`src/i2c_pkg.sv`:
```
`default_nettype none

package i2c_pkg;

    // Bus timing, four quarters per SCL period
    localparam int CLK_HZ           = 250_000_000;
    localparam int I2C_HZ           = 12_500_000;
    localparam int CLKS_PER_QUARTER = CLK_HZ / (4 * I2C_HZ);
    localparam int QCNT_W           = $clog2(CLKS_PER_QUARTER);

    // Wishbone word addresses
    localparam logic [2:0] REG_SLAVE  = 3'd0;
    localparam logic [2:0] REG_ADDR   = 3'd1;
    localparam logic [2:0] REG_WDATA  = 3'd2;
    localparam logic [2:0] REG_CMD    = 3'd3;
    localparam logic [2:0] REG_STATUS = 3'd4;
    localparam logic [2:0] REG_RDATA  = 3'd5;

    localparam int STATUS_BUSY_BIT = 0;
    localparam int STATUS_NACK_BIT = 1;

    // Which byte of the transaction goes out next
    localparam logic [1:0] SEG_SLAVE_W = 2'd0;
    localparam logic [1:0] SEG_REG     = 2'd1;
    localparam logic [1:0] SEG_DATA    = 2'd2;
    localparam logic [1:0] SEG_SLAVE_R = 2'd3;

    typedef enum logic [1:0] {
        CMD_NONE  = 2'd0,
        CMD_WRITE = 2'd1,
        CMD_READ  = 2'd2
    } i2c_cmd_e;

    typedef enum logic [2:0] {
        ST_IDLE,
        ST_START,
        ST_SEND,
        ST_GET_ACK,
        ST_RECV,
        ST_SEND_NACK,
        ST_STOP_PRE,
        ST_STOP
    } i2c_state_e;

    typedef struct packed {
        logic       cyc;
        logic       stb;
        logic       we;
        logic [2:0] adr;
        logic [7:0] dat;
    } wb_req_t;

    typedef struct packed {
        logic [7:0] dat;
        logic       ack;
    } wb_rsp_t;

    typedef struct packed {
        logic       start;
        i2c_cmd_e   op;
        logic [6:0] slave;
        logic [7:0] addr;
        logic [7:0] wdata;
    } i2c_req_t;

    typedef struct packed {
        logic       busy;
        logic       nack;
        logic [7:0] rdata;
    } i2c_rsp_t;

endpackage

`default_nettype wire

```
`src/i2c_bit_timer.sv`:
```
`timescale 1ns/10ps
`default_nettype none

module i2c_bit_timer
    import i2c_pkg::*;
(
    input  wire  i_clk,
    input  wire  i_rst_n,
    input  wire  i_run,
    input  wire  i_hold_high,
    output logic o_scl,
    output logic o_advance,
    output logic o_sample
);

    logic [QCNT_W-1:0] clk_cnt;
    logic [1:0]        quarter;
    logic              boundary;

    // One clock at the start of every quarter
    assign boundary  = i_run && (clk_cnt == '0);

    // Middle of the low half, SDA may change here
    assign o_advance = boundary && (quarter == 2'd1);
    // Middle of the high half, SDA is stable
    assign o_sample  = boundary && (quarter == 2'd3);

    always_ff @(posedge i_clk or negedge i_rst_n) begin
        if (!i_rst_n) begin
            clk_cnt <= '0;
            quarter <= 2'd0;
            o_scl   <= 1'b1;
        end else if (!i_run) begin
            // Idle bus, next run starts from quarter zero
            clk_cnt <= '0;
            quarter <= 2'd0;
            o_scl   <= 1'b1;
        end else begin
            if (clk_cnt == QCNT_W'(CLKS_PER_QUARTER - 1)) begin
                clk_cnt <= '0;
                quarter <= quarter + 2'd1;
            end else begin
                clk_cnt <= clk_cnt + 1'b1;
            end

            // Hold high keeps SCL up for START and STOP periods
            if (boundary && quarter == 2'd0 && !i_hold_high) begin
                o_scl <= 1'b0;
            end else if (boundary && quarter == 2'd2) begin
                o_scl <= 1'b1;
            end
        end
    end

endmodule

`default_nettype wire

```
`src/i2c_byte_shifter.sv`:
```
`timescale 1ns/10ps
`default_nettype none

module i2c_byte_shifter (
    input  wire        i_clk,
    input  wire        i_rst_n,
    input  wire        i_load,
    input  wire        i_tx_dir,
    input  wire  [7:0] i_tx_byte,
    input  wire        i_advance,
    input  wire        i_sample,
    input  wire        i_sda,
    output logic       o_sda_bit,
    output logic       o_done,
    output logic [7:0] o_rx_byte
);

    logic [7:0] sreg;
    logic [2:0] bit_cnt;
    logic       active;
    logic       tx_q;

    assign o_rx_byte = sreg;

    always_ff @(posedge i_clk or negedge i_rst_n) begin
        if (!i_rst_n) begin
            active    <= 1'b0;
            tx_q      <= 1'b1;
            bit_cnt   <= 3'd0;
            o_sda_bit <= 1'b1;
            o_done    <= 1'b0;
        end else begin
            o_done <= 1'b0;
            if (i_load) begin
                active  <= 1'b1;
                tx_q    <= i_tx_dir;
                bit_cnt <= 3'd0;
            end else begin
                // Release SDA outside a transmitted byte, also for ACK slots
                if (i_advance) begin
                    o_sda_bit <= (active && tx_q) ? sreg[7] : 1'b1;
                end
                // Bits are counted on the SCL high half in both directions
                if (i_sample && active) begin
                    bit_cnt <= bit_cnt + 3'd1;
                    if (bit_cnt == 3'd7) begin
                        active <= 1'b0;
                        o_done <= 1'b1;
                    end
                end
            end
        end
    end

    // MSB first out, MSB first in
    always_ff @(posedge i_clk) begin
        if (i_load) begin
            sreg <= i_tx_byte;
        end else if (active && tx_q && i_advance) begin
            sreg <= {sreg[6:0], 1'b0};
        end else if (active && !tx_q && i_sample) begin
            sreg <= {sreg[6:0], i_sda};
        end
    end

endmodule

`default_nettype wire

```
`src/i2c_master_top.sv`:
```
`timescale 1ns/10ps
`default_nettype none

module i2c_master_top
    import i2c_pkg::*;
(
    input  wire     i_clk,
    input  wire     i_rst_n,
    input  wire     wb_req_t i_wb,
    output wb_rsp_t o_wb,
    input  wire     i_sda,
    output logic    o_sda,
    output logic    o_scl
);

    i2c_req_t   req;
    i2c_rsp_t   rsp;
    logic       run;
    logic       hold_high;
    logic       advance;
    logic       sample;
    logic       load;
    logic       tx_dir;
    logic       byte_done;
    logic       sda_bit;
    logic       sda_ctl;
    logic [7:0] tx_byte;
    logic [7:0] rx_byte;

    // Open-drain, either side may pull SDA low
    assign o_sda = sda_ctl & sda_bit;

    i2c_wb_regs u_regs (
        .i_clk   (i_clk),
        .i_rst_n (i_rst_n),
        .i_wb    (i_wb),
        .o_wb    (o_wb),
        .i_rsp   (rsp),
        .o_req   (req)
    );

    i2c_sequencer u_seq (
        .i_clk       (i_clk),
        .i_rst_n     (i_rst_n),
        .i_req       (req),
        .o_rsp       (rsp),
        .i_advance   (advance),
        .i_sample    (sample),
        .i_sda       (i_sda),
        .i_byte_done (byte_done),
        .i_rx_byte   (rx_byte),
        .o_run       (run),
        .o_hold_high (hold_high),
        .o_load      (load),
        .o_tx_dir    (tx_dir),
        .o_tx_byte   (tx_byte),
        .o_sda_ctl   (sda_ctl)
    );

    i2c_bit_timer u_timer (
        .i_clk       (i_clk),
        .i_rst_n     (i_rst_n),
        .i_run       (run),
        .i_hold_high (hold_high),
        .o_scl       (o_scl),
        .o_advance   (advance),
        .o_sample    (sample)
    );

    i2c_byte_shifter u_shift (
        .i_clk     (i_clk),
        .i_rst_n   (i_rst_n),
        .i_load    (load),
        .i_tx_dir  (tx_dir),
        .i_tx_byte (tx_byte),
        .i_advance (advance),
        .i_sample  (sample),
        .i_sda     (i_sda),
        .o_sda_bit (sda_bit),
        .o_done    (byte_done),
        .o_rx_byte (rx_byte)
    );

endmodule

`default_nettype wire

```
`src/i2c_sequencer.sv`:
```
`timescale 1ns/10ps
`default_nettype none

module i2c_sequencer
    import i2c_pkg::*;
(
    input  wire        i_clk,
    input  wire        i_rst_n,
    input  wire  i2c_req_t i_req,
    output i2c_rsp_t   o_rsp,
    input  wire        i_advance,
    input  wire        i_sample,
    input  wire        i_sda,
    input  wire        i_byte_done,
    input  wire  [7:0] i_rx_byte,
    output logic       o_run,
    output logic       o_hold_high,
    output logic       o_load,
    output logic       o_tx_dir,
    output logic [7:0] o_tx_byte,
    output logic       o_sda_ctl
);

    i2c_state_e state;
    i2c_cmd_e   op_q;
    logic [1:0] seg;
    logic       busy_q;
    logic       nack_q;
    logic [6:0] slave_q;
    logic [7:0] addr_q;
    logic [7:0] wdata_q;
    logic [7:0] rdata_q;

    assign o_rsp = '{busy: busy_q, nack: nack_q, rdata: rdata_q};

    // Byte for the shifter, seg already points at it when load is high
    always_comb begin
        case (seg)
            SEG_SLAVE_W: o_tx_byte = {slave_q, 1'b0};
            SEG_REG:     o_tx_byte = addr_q;
            SEG_DATA:    o_tx_byte = wdata_q;
            default:     o_tx_byte = {slave_q, 1'b1};
        endcase
    end

    always_ff @(posedge i_clk) begin
        if (state == ST_IDLE && i_req.start) begin
            slave_q <= i_req.slave;
            addr_q  <= i_req.addr;
            wdata_q <= i_req.wdata;
        end
        if (state == ST_RECV && i_byte_done) begin
            rdata_q <= i_rx_byte;
        end
    end

    always_ff @(posedge i_clk or negedge i_rst_n) begin
        if (!i_rst_n) begin
            state       <= ST_IDLE;
            op_q        <= CMD_NONE;
            seg         <= SEG_SLAVE_W;
            busy_q      <= 1'b0;
            nack_q      <= 1'b0;
            o_run       <= 1'b0;
            o_hold_high <= 1'b1;
            o_load      <= 1'b0;
            o_tx_dir    <= 1'b1;
            o_sda_ctl   <= 1'b1;
        end else begin
            o_load <= 1'b0;
            case (state)
                ST_IDLE: begin
                    if (i_req.start && i_req.op != CMD_NONE) begin
                        op_q        <= i_req.op;
                        seg         <= SEG_SLAVE_W;
                        busy_q      <= 1'b1;
                        nack_q      <= 1'b0;
                        o_run       <= 1'b1;
                        o_hold_high <= 1'b1;
                        state       <= ST_START;
                    end
                end
                ST_START: begin
                    // SDA falls while SCL is held high
                    if (i_advance) begin
                        o_sda_ctl <= 1'b0;
                    end
                    if (i_sample) begin
                        o_load      <= 1'b1;
                        o_tx_dir    <= 1'b1;
                        o_hold_high <= 1'b0;
                        state       <= ST_SEND;
                    end
                end
                ST_SEND: begin
                    // Hand SDA to the shifter on its first bit
                    if (i_advance) begin
                        o_sda_ctl <= 1'b1;
                    end
                    if (i_byte_done) begin
                        state <= ST_GET_ACK;
                    end
                end
                ST_GET_ACK: begin
                    if (i_sample) begin
                        if (i_sda) begin
                            // No slave answered, abort with STOP
                            nack_q <= 1'b1;
                            state  <= ST_STOP_PRE;
                        end else begin
                            case (seg)
                                SEG_SLAVE_W: begin
                                    seg      <= SEG_REG;
                                    o_load   <= 1'b1;
                                    o_tx_dir <= 1'b1;
                                    state    <= ST_SEND;
                                end
                                SEG_REG: begin
                                    if (op_q == CMD_WRITE) begin
                                        seg      <= SEG_DATA;
                                        o_load   <= 1'b1;
                                        o_tx_dir <= 1'b1;
                                        state    <= ST_SEND;
                                    end else begin
                                        state <= ST_STOP_PRE;
                                    end
                                end
                                SEG_DATA: state <= ST_STOP_PRE;
                                default: begin
                                    o_load   <= 1'b1;
                                    o_tx_dir <= 1'b0;
                                    state    <= ST_RECV;
                                end
                            endcase
                        end
                    end
                end
                ST_RECV: begin
                    if (i_byte_done) begin
                        state <= ST_SEND_NACK;
                    end
                end
                // SDA stays released, which the slave reads as NACK
                ST_SEND_NACK: begin
                    if (i_sample) begin
                        state <= ST_STOP_PRE;
                    end
                end
                ST_STOP_PRE: begin
                    if (i_advance) begin
                        o_sda_ctl <= 1'b0;
                    end
                    if (i_sample) begin
                        o_hold_high <= 1'b1;
                        state       <= ST_STOP;
                    end
                end
                ST_STOP: begin
                    // SDA rises while SCL is held high
                    if (i_advance) begin
                        o_sda_ctl <= 1'b1;
                    end
                    if (i_sample) begin
                        if (op_q == CMD_READ && seg == SEG_REG && !nack_q) begin
                            seg   <= SEG_SLAVE_R;
                            state <= ST_START;
                        end else begin
                            busy_q <= 1'b0;
                            o_run  <= 1'b0;
                            state  <= ST_IDLE;
                        end
                    end
                end
                default: state <= ST_IDLE;
            endcase
        end
    end

endmodule

`default_nettype wire

```
`src/i2c_wb_regs.sv`:
```
`timescale 1ns/10ps
`default_nettype none

module i2c_wb_regs
    import i2c_pkg::*;
(
    input  wire      i_clk,
    input  wire      i_rst_n,
    input  wire      wb_req_t i_wb,
    output wb_rsp_t  o_wb,
    input  wire      i2c_rsp_t i_rsp,
    output i2c_req_t o_req
);

    logic       served_q;
    logic       ack_q;
    logic       start_q;
    i2c_cmd_e   op_q;
    logic [6:0] slave_q;
    logic [7:0] addr_q;
    logic [7:0] wdata_q;
    logic [7:0] rdat_q;
    logic [7:0] status;
    logic       access;
    logic       cmd_ok;

    // First cycle of a new cycle/strobe pair
    assign access = i_wb.cyc && i_wb.stb && !served_q;
    assign cmd_ok = (i_wb.dat == {6'd0, CMD_WRITE}) || (i_wb.dat == {6'd0, CMD_READ});

    always_comb begin
        status                  = 8'h00;
        status[STATUS_BUSY_BIT] = i_rsp.busy;
        status[STATUS_NACK_BIT] = i_rsp.nack;
    end

    assign o_wb  = '{dat: rdat_q, ack: ack_q};
    assign o_req = '{start: start_q, op: op_q, slave: slave_q, addr: addr_q, wdata: wdata_q};

    always_ff @(posedge i_clk or negedge i_rst_n) begin
        if (!i_rst_n) begin
            served_q <= 1'b0;
            ack_q    <= 1'b0;
            start_q  <= 1'b0;
            op_q     <= CMD_NONE;
        end else begin
            ack_q   <= access;
            start_q <= 1'b0;
            if (access) begin
                served_q <= 1'b1;
            end else if (!(i_wb.cyc && i_wb.stb)) begin
                served_q <= 1'b0;
            end
            // Commands while busy are acked and dropped
            if (access && i_wb.we && i_wb.adr == REG_CMD && cmd_ok && !i_rsp.busy) begin
                start_q <= 1'b1;
                op_q    <= i2c_cmd_e'(i_wb.dat[1:0]);
            end
        end
    end

    always_ff @(posedge i_clk) begin
        if (access && i_wb.we) begin
            case (i_wb.adr)
                REG_SLAVE: slave_q <= i_wb.dat[6:0];
                REG_ADDR:  addr_q  <= i_wb.dat;
                REG_WDATA: wdata_q <= i_wb.dat;
                default: ;
            endcase
        end
        if (access && !i_wb.we) begin
            case (i_wb.adr)
                REG_SLAVE:  rdat_q <= {1'b0, slave_q};
                REG_ADDR:   rdat_q <= addr_q;
                REG_WDATA:  rdat_q <= wdata_q;
                REG_CMD:    rdat_q <= {6'd0, op_q};
                REG_STATUS: rdat_q <= status;
                REG_RDATA:  rdat_q <= i_rsp.rdata;
                default:    rdat_q <= 8'h00;
            endcase
        end
    end

endmodule

`default_nettype wire

```
`config.mk`:
```
export PLATFORM = sky130hd
export DESIGN_NAME = i2c_master_top
export DESIGN_NICKNAME = d
export VERILOG_FILES = /design/src/i2c_pkg.sv /design/src/i2c_bit_timer.sv /design/src/i2c_byte_shifter.sv /design/src/i2c_master_top.sv /design/src/i2c_sequencer.sv /design/src/i2c_wb_regs.sv
export SDC_FILE = /design/constraint.sdc
export NUM_CORES = 1
export LEC_CHECK = 0
export BUFFER_PORTS_ARGS = -buffer_cell sky130_fd_sc_hd__buf_2
export CAP_MARGIN = 0
export CORE_ASPECT_RATIO = 0.7
export CORE_MARGIN = 2
export CORE_UTILIZATION = 45
export DETAILED_ROUTE_END_ITERATION = 8
export GPL_TIMING_DRIVEN = 0
export HOLD_SLACK_MARGIN = 0.1
export PLACE_DENSITY = 0.61
export SYNTH_ARGS = -nofsm -noshare
export SYNTH_HDL_FRONTEND = slang
export SYNTH_HIERARCHICAL = 1
export SYNTH_SLANG_ARGS = --single-unit
export TNS_END_PERCENT = 10
```
`constraint.sdc`:
```
create_clock -name i_clk -period 4.81 [get_ports i_clk]
set_clock_uncertainty 0.2 [all_clocks]
set_input_delay 0 -clock i_clk [delete_from_list [all_inputs] [get_ports i_clk]]
set_output_delay 0 -clock i_clk [all_outputs]
set_load 0.02 [all_outputs]
```
# Word level (Yosys, flattened, before mapping)
# Cells that the tools add are included.
# word_totals
ff_bits,101
in_bits,17
output_inout_bits,11
elab_cells,208
# classes
add_sub_neg,3
n_eq_ne,43
mux,70
n_bitwise,2
reduce_logical,60
# op_table
operator,n
$pmux 8 s6,1
$mux 3,14
$mux 1,31
$eq 3x3->1 const B,8
$mux 8,3
$ne 2x1->1 const B,12
$pmux 3 s8,1
$pmux 8 s3,1
$logic_and 1x1->1,23
$mux 2,8
$reduce_and 8->1,2
$reduce_bool 2->1,7
$eq 3x2->1 const B,4
$pmux 1 s2,6
$reduce_and 2->1,6
$reduce_and 4->1,3
$ne 2x2->1 const B,5
$logic_not 3->1,3
$pmux 3 s3,1
$reduce_bool 3->1,3
$eq 2x2->1 const B,4
$eq 8x1->1 const B,1
$eq 8x2->1 const B,1
$add 3x1->3 const B,2
16 further kinds,28

# Logic depth before layout (Yosys ltp)
# Gate-level depths: netlist of run 1.
# depth
ltp_word,7
ltp_mapped,9
mapped_depth_nobuf,8

# Cells and area by module
# The synthesis of run 1 kept the hierarchy.
# by_module_without_submodules
mod,instances,cells_per_inst,area_per_inst_um2,seq_area_each_um2
i2c_sequencer,1,163,2025.7,1260.0
i2c_wb_regs,1,101,1559.0,1056.0
i2c_byte_shifter,1,49,730.7,417.9
i2c_bit_timer,1,37,382.9,151.4
i2c_master_top,1,1,6.3,0.0

# Least setup slack after synthesis of run 1
# OpenSTA, ideal clock, no wires.
# synth_path
kind,register to register
from,register u_seq.state[1]
to,register u_seq.nack_q
setup_time_ns,0.119
arrival_ns,1.958
required_time_ns,4.491
setup_slack_ns,2.533
stages_incl_launch_ff,6
n_path_buf,1
period_less_slack_ns,2.277
cell_sequence,dfrtp_1 nor3_1 and2_1 clkbuf_1 o21ai_0 o21a_1
# synth_between
elab_chain_len,3
elab_cells_between_ends,8
classes_between,eq/ne: 4; mux: 1; reduce/logical: 3
# synth_lines
element,line_no,rtl
start: declaration,i2c_sequencer.sv:24,i2c_state_e state;
start signal: assignment,i2c_sequencer.sv:59,state <= ST_IDLE;
start signal: assignment,i2c_sequencer.sv:80,state <= ST_START;
start signal: assignment,i2c_sequencer.sv:92,state <= ST_SEND;
$eq 3x2->1 / $logic_not 3->1 (equally long branches),i2c_sequencer.sv:71,case (state)
$ne 2x2->1 (no source line) (tied with other cells),--,
$reduce_and 4->1 (no source line),--,
end signal: assignment,i2c_sequencer.sv:63,nack_q <= 1'b0;
end signal: assignment,i2c_sequencer.sv:77,nack_q <= 1'b0;
end signal: assignment,i2c_sequencer.sv:108,nack_q <= 1'b1;
end: declaration,i2c_sequencer.sv:28,logic nack_q;
# Parallel ways exist; a longest one is shown, timed or not.
# A chain may end at the register's enable or synchronous reset.

# Worst setup path after layout of run 1
# layout_path
from,register u_timer.clk_cnt[0]
to,register u_seq.seg[0]
# layout_between
elab_chain_len,5
elab_cells_between_ends,6
classes_between,eq/ne: 2; reduce/logical: 4
# layout_lines
element,line_no,rtl
start: declaration,i2c_bit_timer.sv:16,logic [QCNT_W-1:0] clk_cnt;
start signal: assignment,i2c_bit_timer.sv:43,clk_cnt <= clk_cnt + 1'b1;
$logic_not 3->1 *,i2c_bit_timer.sv:21,assign boundary = i_run && (clk_cnt == '0);
$logic_and 1x1->1 *,i2c_bit_timer.sv:21,
$logic_and 1x1->1 *,i2c_bit_timer.sv:26,assign o_sample = boundary && (quarter == 2'd3);
named net sample,i2c_master_top.sv:21,logic sample;
$ne 2x1->1 (no source line),--,
$reduce_and 8->1 (no source line) *,--,
end signal: assignment,i2c_sequencer.sv:61,seg <= SEG_SLAVE_W;
end signal: assignment,i2c_sequencer.sv:75,seg <= SEG_SLAVE_W;
end signal: assignment,i2c_sequencer.sv:113,seg <= SEG_REG;
end: declaration,i2c_sequencer.sv:26,logic [1:0] seg;
# The timed path passes the listed nets; every way through them passes the cells marked *.

==> run summary, run 1 <==
Post-CTS Setup Inserts: 0
Relative slew slack: 0.333
Avg WL per Cell: 17.6 um
First-pass GRT wire length: 15500 um
Number of buffers created by CTS: 9
Layout Nets: 433
Die span in x: 126 um
Buffers on Ports: 25
1st-pass router iterations: 5
Worst-path cell chain: inv_1 -> ha_1 -> nor2b_1 -> and3_1 -> clkbuf_8 -> nand2_1 -> o41ai_1 -> a32oi_1
F_max: 0.400 GHz
Worst Path Arrival: 2.51 ns
Crit start category: flip-flop
Vias in the first global route: 2795
Worst-path clk slew: 0.07 ns
Register area share after synthesis: 0.613
Pin count of the biggest net entering global routing: 29
Num ports: 28
Final Power: 1.72 mW
H-Tree Depth: 3
Worst-Margin Slew: 0.994 ns
Count of cell types in the netlist: 64
Top cells by count, synth: 70 x edfxtp_1, 25 x a21oi_1, 25 x dfrtp_1
Antenna violations before repair: 0
Cell area after synthesis: 4700 sq um
Via count: 2978
Hpwl dp: 6860 um
Area leader, netlist: edfxtp_1
Iter 0 DRT Violations: 321
Die area: 11300 sq um
Post-synth EDFFs: 70
Remaining antenna violation count after routing: 0
CP Class: flip-flop to flip-flop
Max incr delay on CP: 0.40 ns
# rows: 31
Total GRT Usage: 0.182
GRT overflow: 0
GP Congestion: 0.890
Largest cells by area after synthesis: edfxtp_1 45%, dfrtp_1 13%, mux2i_1 3.6%, dfstp_2 3.4%, a21oi_1 2.7%
CTS Buffer Depth: 2
Period utilization: 0.520
Antenna cells: 0
RSZ-0062 raised after global routing: false
Critical Path Fanout Max: 10
CTS tree: done
Die Height: 89.5 um
Async set or reset register ratio after synthesis: 0.307
Most common cell in the netlist: edfxtp_1
Post-synth top flop: edfxtp_1
Yosys top cell area share: 0.447
Clk_lat worst skew: 0.34 ns
Tmin final: 2.50 ns
Filler instances: 836
Fin Setup TNS: 0 ns
Maximum VDD drop: 0.000226 V
WL final: 9600 um
Share of layout cells above drive strength 1: 0.242
Clock root buffer master: clkbuf_16
CP required: 4.82 ns
CTS Sinks: 101
Worst Setup End Kind: flip-flop
Slew Viols, Final: 0
Vias per cell: 5.46
Syn Nets: 376
Max-Cap Viols: 0
Yosys warns: 6
Endpoints failing setup: 0
Flops & latches, synth: 101
Leakage dissipation: 2.19 nW
Highest-delay cell along the critical path: dfrtp_1
Area Overhead vs Synth: 17.2%
Synthesized area per cell: 13.4 sq um
Final hold violations: 0
Initial core utilization: 0.458
HP Class: primary input to flip-flop
Gate Count Post-Synth: 351
# DRC: 0
Status: finished, final reports clean
CORE AREA: 10300 sq um
PwrDens: 311 nW/um^2
==> logic make-up after synthesis <==
| logic type | count (synthesis) | synth area share |
|---|---|---|
| AND/OR/NAND/NOR | 99 | 0.133 |
| AO/OA/AOI/OAI | 78 | 0.117 |
| adder cells (fa/ha/maj) | 8 | 0.0213 |
| XOR/XNOR | 2 | 0.00372 |
| buffers and inverters | 34 | 0.0428 |
| multiplexers | 29 | 0.0689 |
| flip-flops | 101 | 0.613 |
==> per-stage QoR <==
step	area, sq um	hold WS, ns	instances	setup WS (ns)	util
after global placement	4990	-0.111	508	1.92	0.486
final	5510	0.142	545	2.31	0.536
after global routing	5510	0.177	545	2.13	0.536
after CTS	5510	0.113	544	1.88	0.536
after floorplan	4700	-0.496	351	2.53	-
after detailed placement	4990	-0.114	508	1.88	0.486
==> placed cells by master (no fill, tap or decap), drive strengths merged, types with 3 or more instances in the layout <==
cell and count:
nand2 24, buf 48, nand3 5, ha 8
a21bo 5, a31oi 3, edfxtp 70, nor3 5
a21oi 26, nor2 17, dfrtp 25, dfstp 6
nor2b 15, and3 6, clkbuf 14, o21ai 10
nand2b 6, mux2 12, dlygate4sd3 19, nand3b 4
a22o 3, a211oi 8, inv 14, a21o 3
and2 3, nor3b 3, mux2i 17
==> registers in the layout, summed over array words and instances (netlist names), 3 cells and up <==
name / cells
u_regs/addr_q: 8
u_regs/rdat_q: 8
u_regs/wdata_q: 8
u_seq/addr_q: 8
u_seq/rdata_q: 8
u_seq/wdata_q: 8
u_shift/o_rx_byte: 8
u_regs/slave_q: 7
u_seq/slave_q: 7
u_seq/state: 3
u_shift/bit_cnt: 3
u_timer/clk_cnt: 3
==> path summary, 6_finish.rpt <==
path / cells after the start / end / slack (ns) / startpoint
max: 8 / u_seq/seg[0] / 2.31 / u_timer/clk_cnt[0]
min: 5 / u_regs/rdat_q[0] / 0.14 / i_wb[10]
max reg2reg: 8 / u_seq/seg[0] / 2.31 / u_timer/clk_cnt[0]
min reg2reg: 0 / u_seq/rdata_q[2] / 0.25 / u_shift/o_rx_byte[2]
max in group asynchronous: 4 / u_shift/bit_cnt[2] / 3.62 / i_rst_n
min in group asynchronous: 3 / u_timer/o_scl / 0.62 / i_rst_n
==> power by group <==
group,internal (mW),switching (mW)
clock,0.393,0.325
combinational,0.0295,0.0366
sequential,0.930,0.00173
total,1.35,0.364
==> worst max-delay path, delay by kind of cell (launching register included) <==
kind | cells | cell delay [ns]
compound gates | 2 | 0.54
buf+inv | 2 | 0.28
simple gates | 3 | 0.62
flops | 1 | 0.40
fa+ha+maj | 1 | 0.33
==> metal layers <==
metal  vias up  global-route usage  part of all wire  wire (um)
li1       1412                   -                 -          -
met1      1443               0.280              0.50       4820
met2       104               0.259              0.42       3980
met3        19              0.0425             0.067        641
met4         0              0.0519             0.016        152
met5         -                   0                 0          0
==> what timing repair did <==
action | CTS | global route
gates resized for setup | 0 | 0
hold buffers | 20 | 0
endpoints found under the hold margin | 102 | 0
==> layout make-up <==
type	count	area, sq um	area share
plain buffers	24	165	0.0300
clock buffers	11	254	0.0461
clock inverters	5	46.3	0.00840
inverters	10	37.5	0.00681
multi-input cells	216	1620	0.294
flip-flops and latches	101	2890	0.523
well taps	132	165	0.0300
repair buffers	46	340	0.0617
Note: power is estimated with default switching activity, not from simulation.
==> run 2: changes to the inputs <==
==> constraint.sdc (replaced) <==
create_clock -name i_clk -period 2.35 [get_ports i_clk]
set_clock_uncertainty 0.2 [all_clocks]
set_input_delay 0 -clock i_clk [delete_from_list [all_inputs] [get_ports i_clk]]
set_output_delay 0 -clock i_clk [all_outputs]
set_load 0.02 [all_outputs]
==> run 2 against run 1 <==
  * Final cell count is 0.18% lower
  * Maximum frequency is 13% higher
  * First-iteration DRC count is 7.2% lower
  * Highest routed layer unchanged
  * Utilization increased by 0.28 points
  * Sequential cell count did not move
  * Non-clock buffer count down 1
  * Via count fell by 0.37%
  * Clock power up 100%
  * Die area did not move
  * Routed wire length about the same
  * Combinational power is 100% higher
  * Worst hold slack better by 0.0021 ns
==> run summary, run 2 (synthesis gave the netlist of run 1 again) <==
Tmin final: 2.21 ns (-0.286 ns)
# DRC: 0 (unchanged)
Worst hold margin: 0.144 ns (+0.00215 ns)
GRT overflow: 0 (unchanged)
Final hold violations: 0 (unchanged)
Number of buffers created by CTS: 9 (unchanged)
Commonest non-fill, non-tap cell in the layout: edfxtp_1
CTS tree: done
Worst Path Arrival: 2.25 ns (-0.26 ns)
Final Util: 0.539 (+0.00280)
Highest-delay cell along the critical path: and2_2
Worst Setup End Kind: flip-flop
Vias in the first global route: 2789 (-0.21%)
F_max: 0.451 GHz (+13%)
Filler instances: 836 (unchanged)
Leakage dissipation: 2.20 nW (+0.34%)
Antenna violations before repair: 0 (unchanged)
Total GRT Usage: 0.181 (-0.00106)
Period utilization: 0.943 (+0.423)
Initial core utilization: 0.458 (unchanged)
Worst-path clk slew: 0.07 ns (about the same)
Critical Path Fanout Max: 28 (+18)
Max-Cap Viols: 0 (unchanged)
HP Class: primary input to flip-flop
Die Height: 89.5 um (unchanged)
Avg WL per Cell: 17.7 um (+0.26%)
Buf/Inv on CP: 0 (-2)
Vias per cell: 5.45 (-0.19%)
Iter 0 DRT Violations: 298 (-7.2%)
Worst-path cell chain: nor3_1 -> and2_2 -> o21ai_0 -> o21a_1
Most frequent cells in the layout: 70 x edfxtp_1, 35 x buf_2, 25 x a21oi_1
Area Overhead vs Synth: 17.8%
PwrDens: 633 nW/um^2 (+100%)
1st-pass router iterations: 4 (-1)
CP Class: flip-flop to flip-flop
Slew Viols, Final: 0 (unchanged)
Clk_lat worst skew: 0.34 ns (about the same)
Die area: 11300 sq um (unchanged)
RSZ-0062 raised after global routing: false
Endpoints failing setup: 0 (unchanged)
Worst-Margin Slew: 0.993 ns (-0.000658 ns)
Cell family with most CP delay: simple AND/OR/NAND/NOR gates
Clock root buffer master: clkbuf_16
GP Congestion: 0.890 (unchanged)
Hpwl dp: 6860 um (unchanged)
Pin count of the biggest net entering global routing: 29 (unchanged)
Fin Setup TNS: 0 ns (unchanged)
CORE AREA: 10300 sq um (unchanged)
Max incr delay on CP: 0.64 ns (+0.24 ns)
# rows: 31 (unchanged)
Maximum VDD drop: 0.000464 V (+100%)
CTS Sinks: 101 (unchanged)
R2r setup slk: 0.14 ns (-2.17 ns)
Share of layout cells above drive strength 1: 0.262 (+0.0200)
Status: finished, final reports clean
First-pass GRT wire length: 15400 um (-0.40%)
Num ports: 28 (unchanged)
Antenna cells: 0 (unchanged)
CP required: 2.38 ns (-2.44 ns)
Remaining antenna violation count after routing: 0 (unchanged)
Final Power: 3.51 mW (+100%)
CTS Buffer Depth: 2 (unchanged)
H-Tree Depth: 3 (unchanged)
Relative slew slack: 0.333 (+0.000442)
Crit start category: flip-flop
WL final: 9610 um (about the same)
Via count: 2967 (-0.37%)
Buffers on Ports: 25 (unchanged)
Die span in x: 126 um (unchanged)
Layout Nets: 432 (-0.23%)
Post-CTS Setup Inserts: 0 (unchanged)
-- run 2: what timing repair did --
item | in CTS | in global routing
hold buffers | 20 | 0
pin swaps | 0 | 1
endpoints found under the hold margin | 102 | 0
gates resized for setup | 3 | 7
setup endpoints to repair | 36 | 14
-- run 2: path summary, 6_finish.rpt --
kind | to | depth (start not counted) | from
max | u_seq/nack_q | 4 | u_seq/state[0]
min | u_regs/rdat_q[0] | 5 | i_wb[10]
max reg2reg | u_seq/nack_q | 4 | u_seq/state[0]
min in group asynchronous | u_seq/o_hold_high | 3 | i_rst_n
max in group asynchronous | u_seq/busy_q | 4 | i_rst_n
min reg2reg | u_seq/rdata_q[2] | 0 | u_shift/o_rx_byte[2]
-- run 2: final cells by class --
| type | instances | area, sq um | share of cell area |
|---|---|---|---|
| buffer | 23 | 160 | 0.0289 |
| clock inverter | 5 | 46.3 | 0.00836 |
| sequential | 101 | 2890 | 0.521 |
| timing repair buffer | 46 | 340 | 0.0614 |
| tap | 132 | 165 | 0.0298 |
| inverter | 10 | 37.5 | 0.00678 |
| multi-input combinational | 216 | 1650 | 0.298 |
| clock buffer | 11 | 254 | 0.0458 |
-- run 2: power breakdown --
| part | internal (mW) | total (mW) | switching (mW) |
|---|---|---|---|
| clock network | 0.804 | 1.46 | 0.659 |
| logic | 0.0597 | 0.134 | 0.0742 |
| registers | 1.90 | 1.91 | 0.00355 |
| total | 2.77 | 3.51 | 0.737 |
-- run 2: tightest hold or removal path, stage by stage --
cell,delay [ns]
buf_2,0.18
mux2i_1,0.14
nor2_1,0.08
a211oi_1,0.05
a21oi_1,0.11
-- run 2: stage by stage --
step	setup slack, ns	instances	instance area [sq um]
final	0.135	544	5540
after detailed placement	-0.576	508	4990
after CTS	0.00267	543	5510
after global placement	-0.539	508	4990
after floorplan	0.0728	351	4700
after global routing	0.0131	544	5540
-- run 2: metal layers --
layer,track usage,vias to the layer above,wire [um]
met4,0.0519,0,106
met3,0.0425,12,618
met5,0,-,0
met2,0.256,100,4100
met1,0.279,1440,4790
li1,-,1415,-
==> run 3: changes to the inputs <==
--- a/config.mk
+++ b/config.mk
@@ -8,14 +8,13 @@
 export BUFFER_PORTS_ARGS = -buffer_cell sky130_fd_sc_hd__buf_2
 export CAP_MARGIN = 0
 export CORE_ASPECT_RATIO = 0.7
-export CORE_MARGIN = 2
-export CORE_UTILIZATION = 45
+export CORE_MARGIN = 3
+export CORE_UTILIZATION = 52
 export DETAILED_ROUTE_END_ITERATION = 8
 export GPL_TIMING_DRIVEN = 0
 export HOLD_SLACK_MARGIN = 0.1
-export PLACE_DENSITY = 0.61
+export PLACE_DENSITY = 0.69
 export SYNTH_ARGS = -nofsm -noshare
 export SYNTH_HDL_FRONTEND = slang
-export SYNTH_HIERARCHICAL = 1
 export SYNTH_SLANG_ARGS = --single-unit
 export TNS_END_PERCENT = 10
==> run 3 against run 2 <==
  * Non-clock buffer count shrank 4
  * Design area down 6.3%
  * Utilization rose by 11 points
  * Total power is 2.6% lower
  * Synthesized cell count is 2.8% lower
  * Global-route usage increased by 3.6 points
  * Area after synthesis is 6.8% lower
  * Die area fell by 15%
  * Maximum frequency down 1.4%
  * Count of clock-buffer cells in the layout is the same
  * Sequential share of layout area grew 3.5 points
  * Critical path type unchanged
  * Largest power group unchanged
==> run summary, run 3 <==
Vias in the first global route: 2761 (-1.0%)
Critical Path Fanout Max: 3 (-89%)
Remaining antenna violation count after routing: 0 (unchanged)
Syn Nets: 366 (-2.7%)
R2r setup slk: 0.10 ns (-0.03 ns)
Area leader, netlist: edfxtp_1
Mux cell area share after synthesis: 0.0722 (+0.00330)
Gate Count Post-Synth: 341 (-2.8%)
Cell area after synthesis: 4390 sq um (-6.8%)
Status: finished, final reports clean
Tmin final: 2.25 ns (+0.0319 ns)
Layout Nets: 424 (-1.9%)
Synthesized area per cell: 12.9 sq um (-4.0%)
Number of buffers created by CTS: 9 (unchanged)
Num ports: 28 (unchanged)
CTS Buffer Depth: 2 (unchanged)
Post-Synth Adder-Cell Area: 0.0228 (+0.00155)
Post-synth top flop: edfxtp_1
CTS tree: done
Flops & latches, synth: 101 (unchanged)
Die area: 9590 sq um (-15%)
Worst-path clk slew: 0.07 ns (about the same)
GRT overflow: 0 (unchanged)
Final Non-Filler Cells: 505 (-7.2%)
Pin count of the biggest net entering global routing: 26 (-10%)
Relative slew slack: 0.283 (-0.0502)
# rows: 27 (-13%)
Slew Viols, Final: 0 (unchanged)
WL final: 9780 um (+1.8%)
CP required: 2.39 ns (about the same)
CP Class: flip-flop to flip-flop
Most common cell in the netlist: edfxtp_1
Worst hold margin: 0.204 ns (+0.0595 ns)
Top cells by count, synth: 70 x edfxtp_1, 29 x nand2_1, 26 x nor2_1
Buffers on Ports: 26 (+4.0%)
Compound-Gate Fraction of Synth Area: 0.0979 (-0.0194)
H-Tree Depth: 3 (unchanged)
Post-CTS Setup Inserts: 0 (unchanged)
Count of cell types in the netlist: 51 (-20%)
CORE AREA: 8040 sq um (-22%)
Commonest non-fill, non-tap cell in the layout: edfxtp_1
Total GRT Usage: 0.217 (+0.0363)
Iter 0 DRT Violations: 273 (-8.4%)
XOR/XNOR share of the synthesized area: 0.00599 (+0.00227)
GP Congestion: 0.859 (-3.5%)
Register area share after synthesis: 0.658 (+0.0446)
F_max: 0.445 GHz (-1.4%)
Filler instances: 632 (-24%)
Die Height: 82.8 um (-7.5%)
Initial core utilization: 0.545 (+0.0877)
Clock root buffer master: clkbuf_16
Avg WL per Cell: 19.4 um (+9.6%)
Worst-Margin Slew: 1.07 ns (+0.0747 ns)
First-pass GRT wire length: 15400 um (-0.18%)
Antenna cells: 0 (unchanged)
Vias per cell: 5.78 (+5.9%)
Via count: 2917 (-1.7%)
CTS Sinks: 101 (unchanged)
Async set or reset register ratio after synthesis: 0.307 (unchanged)
Share of layout cells above drive strength 1: 0.196 (-0.0666)
# DRC: 0 (unchanged)
Synth Area in Simple Gates: 0.115 (-0.0174)
Crit start category: flip-flop
Max-Cap Viols: 0 (unchanged)
Fin Setup TNS: 0 ns (unchanged)
HP Class: primary input to flip-flop
PwrDens: 658 nW/um^2 (+4.0%)
Most frequent cells in the layout: 70 x edfxtp_1, 29 x nand2_1, 28 x buf_2
Area Overhead vs Synth: 18.3%
Final hold violations: 0 (unchanged)
Cells after DPL: 469 (-7.7%)
Worst Path Arrival: 2.28 ns (+0.03 ns)
Die span in x: 116 um (-8.3%)
Combinational family with the most area after synthesis: simple AND/OR/NAND/NOR gates
Yosys warns: 0 (-6)
Yosys top cell area share: 0.479 (+0.0325)
Leakage dissipation: 1.94 nW (-12%)
Maximum VDD drop: 0.000418 V (-9.8%)
Final Power: 3.41 mW (-2.6%)
Period utilization: 0.956 (+0.0136)
Clk_lat worst skew: 0.35 ns (about the same)
Endpoints failing setup: 0 (unchanged)
Hpwl dp: 6490 um (-5.4%)
Post-synth EDFFs: 70 (unchanged)
Largest cells by area after synthesis: edfxtp_1 48%, dfrtp_1 14%, mux2i_1 3.9%, dfstp_2 3.6%, mux2_2 3.1%
Worst Setup End Kind: flip-flop
Antenna violations before repair: 0 (unchanged)
RSZ-0062 raised after global routing: true
1st-pass router iterations: 5 (+1)
==> run 3: worst max-delay path, stage by stage, from the launching register on <==
cell and delay [ns]:
dfrtp_1 0.40, nor2_1 0.21, nand3b_1 0.16, dlygate4sd3_1 0.65
nor2_4 0.17, mux2_2 0.35
==> run 3: kinds of logic after synthesis <==
logic type	Yosys count
adder cells (fa/ha/maj)	8
AND/OR/NAND/NOR	100
XOR/XNOR	3
flip-flops	101
multiplexers	30
AO/OA/AOI/OAI	70
buffers and inverters	29
==> run 3: path summary, 6_finish.rpt <==
kind	cells past startpoint	to	from
setup / recovery	5	u_regs.op_q[1]	u_regs.served_q
hold / removal	2	u_regs.wdata_q[7]	i_wb[7]
setup reg to reg	5	u_regs.op_q[1]	u_regs.served_q
hold reg to reg	0	u_seq.rdata_q[1]	u_shift.o_rx_byte[1]
max in group asynchronous	4	u_seq.busy_q	i_rst_n
min in group asynchronous	3	u_timer.o_scl	i_rst_n
==> run 3: stage by stage <==
stage | area, sq um | util | setup slack (ns)
after detailed placement | 4660 | 0.580 | 0.0101
after CTS | 5160 | 0.641 | 0.00338
final | 5190 | 0.645 | 0.103
after global placement | 4650 | 0.579 | -0.435
after floorplan | 4400 | - | 0.0130
after global routing | 5190 | 0.645 | -0.0111
==> run 3: layout make-up <==
class | instances | area [sq um] | share of cell area
Inverter | 11 | 41.3 | 0.00796
Clock inverter | 5 | 45.0 | 0.00868
Clock buffer | 11 | 233 | 0.0449
Multi-Input combinational cell | 211 | 1420 | 0.273
Tap cell | 101 | 126 | 0.0244
Buffer | 18 | 83.8 | 0.0162
Sequential cell | 101 | 2890 | 0.556
Timing Repair Buffer | 47 | 354 | 0.0682
==> run 3: repair_timing <==
action	CTS	global route
hold buffers	20	0
gates resized for setup	2	8
endpoints found under the setup margin	9	19
hold endpoints to repair	103	0
==> run 3: layer usage <==
layer	vias up	routed length, um	global-route usage
met5	-	0	0
met4	0	126	0.0537
li1	1367	-	-
met3	14	759	0.0685
met2	112	4120	0.291
met1	1424	4770	0.345
==> run 3: power by group <==
part	switching (mW)	internal [mW]
clock network	0.650	0.734
registers	0.00334	1.90
logic	0.0707	0.0532
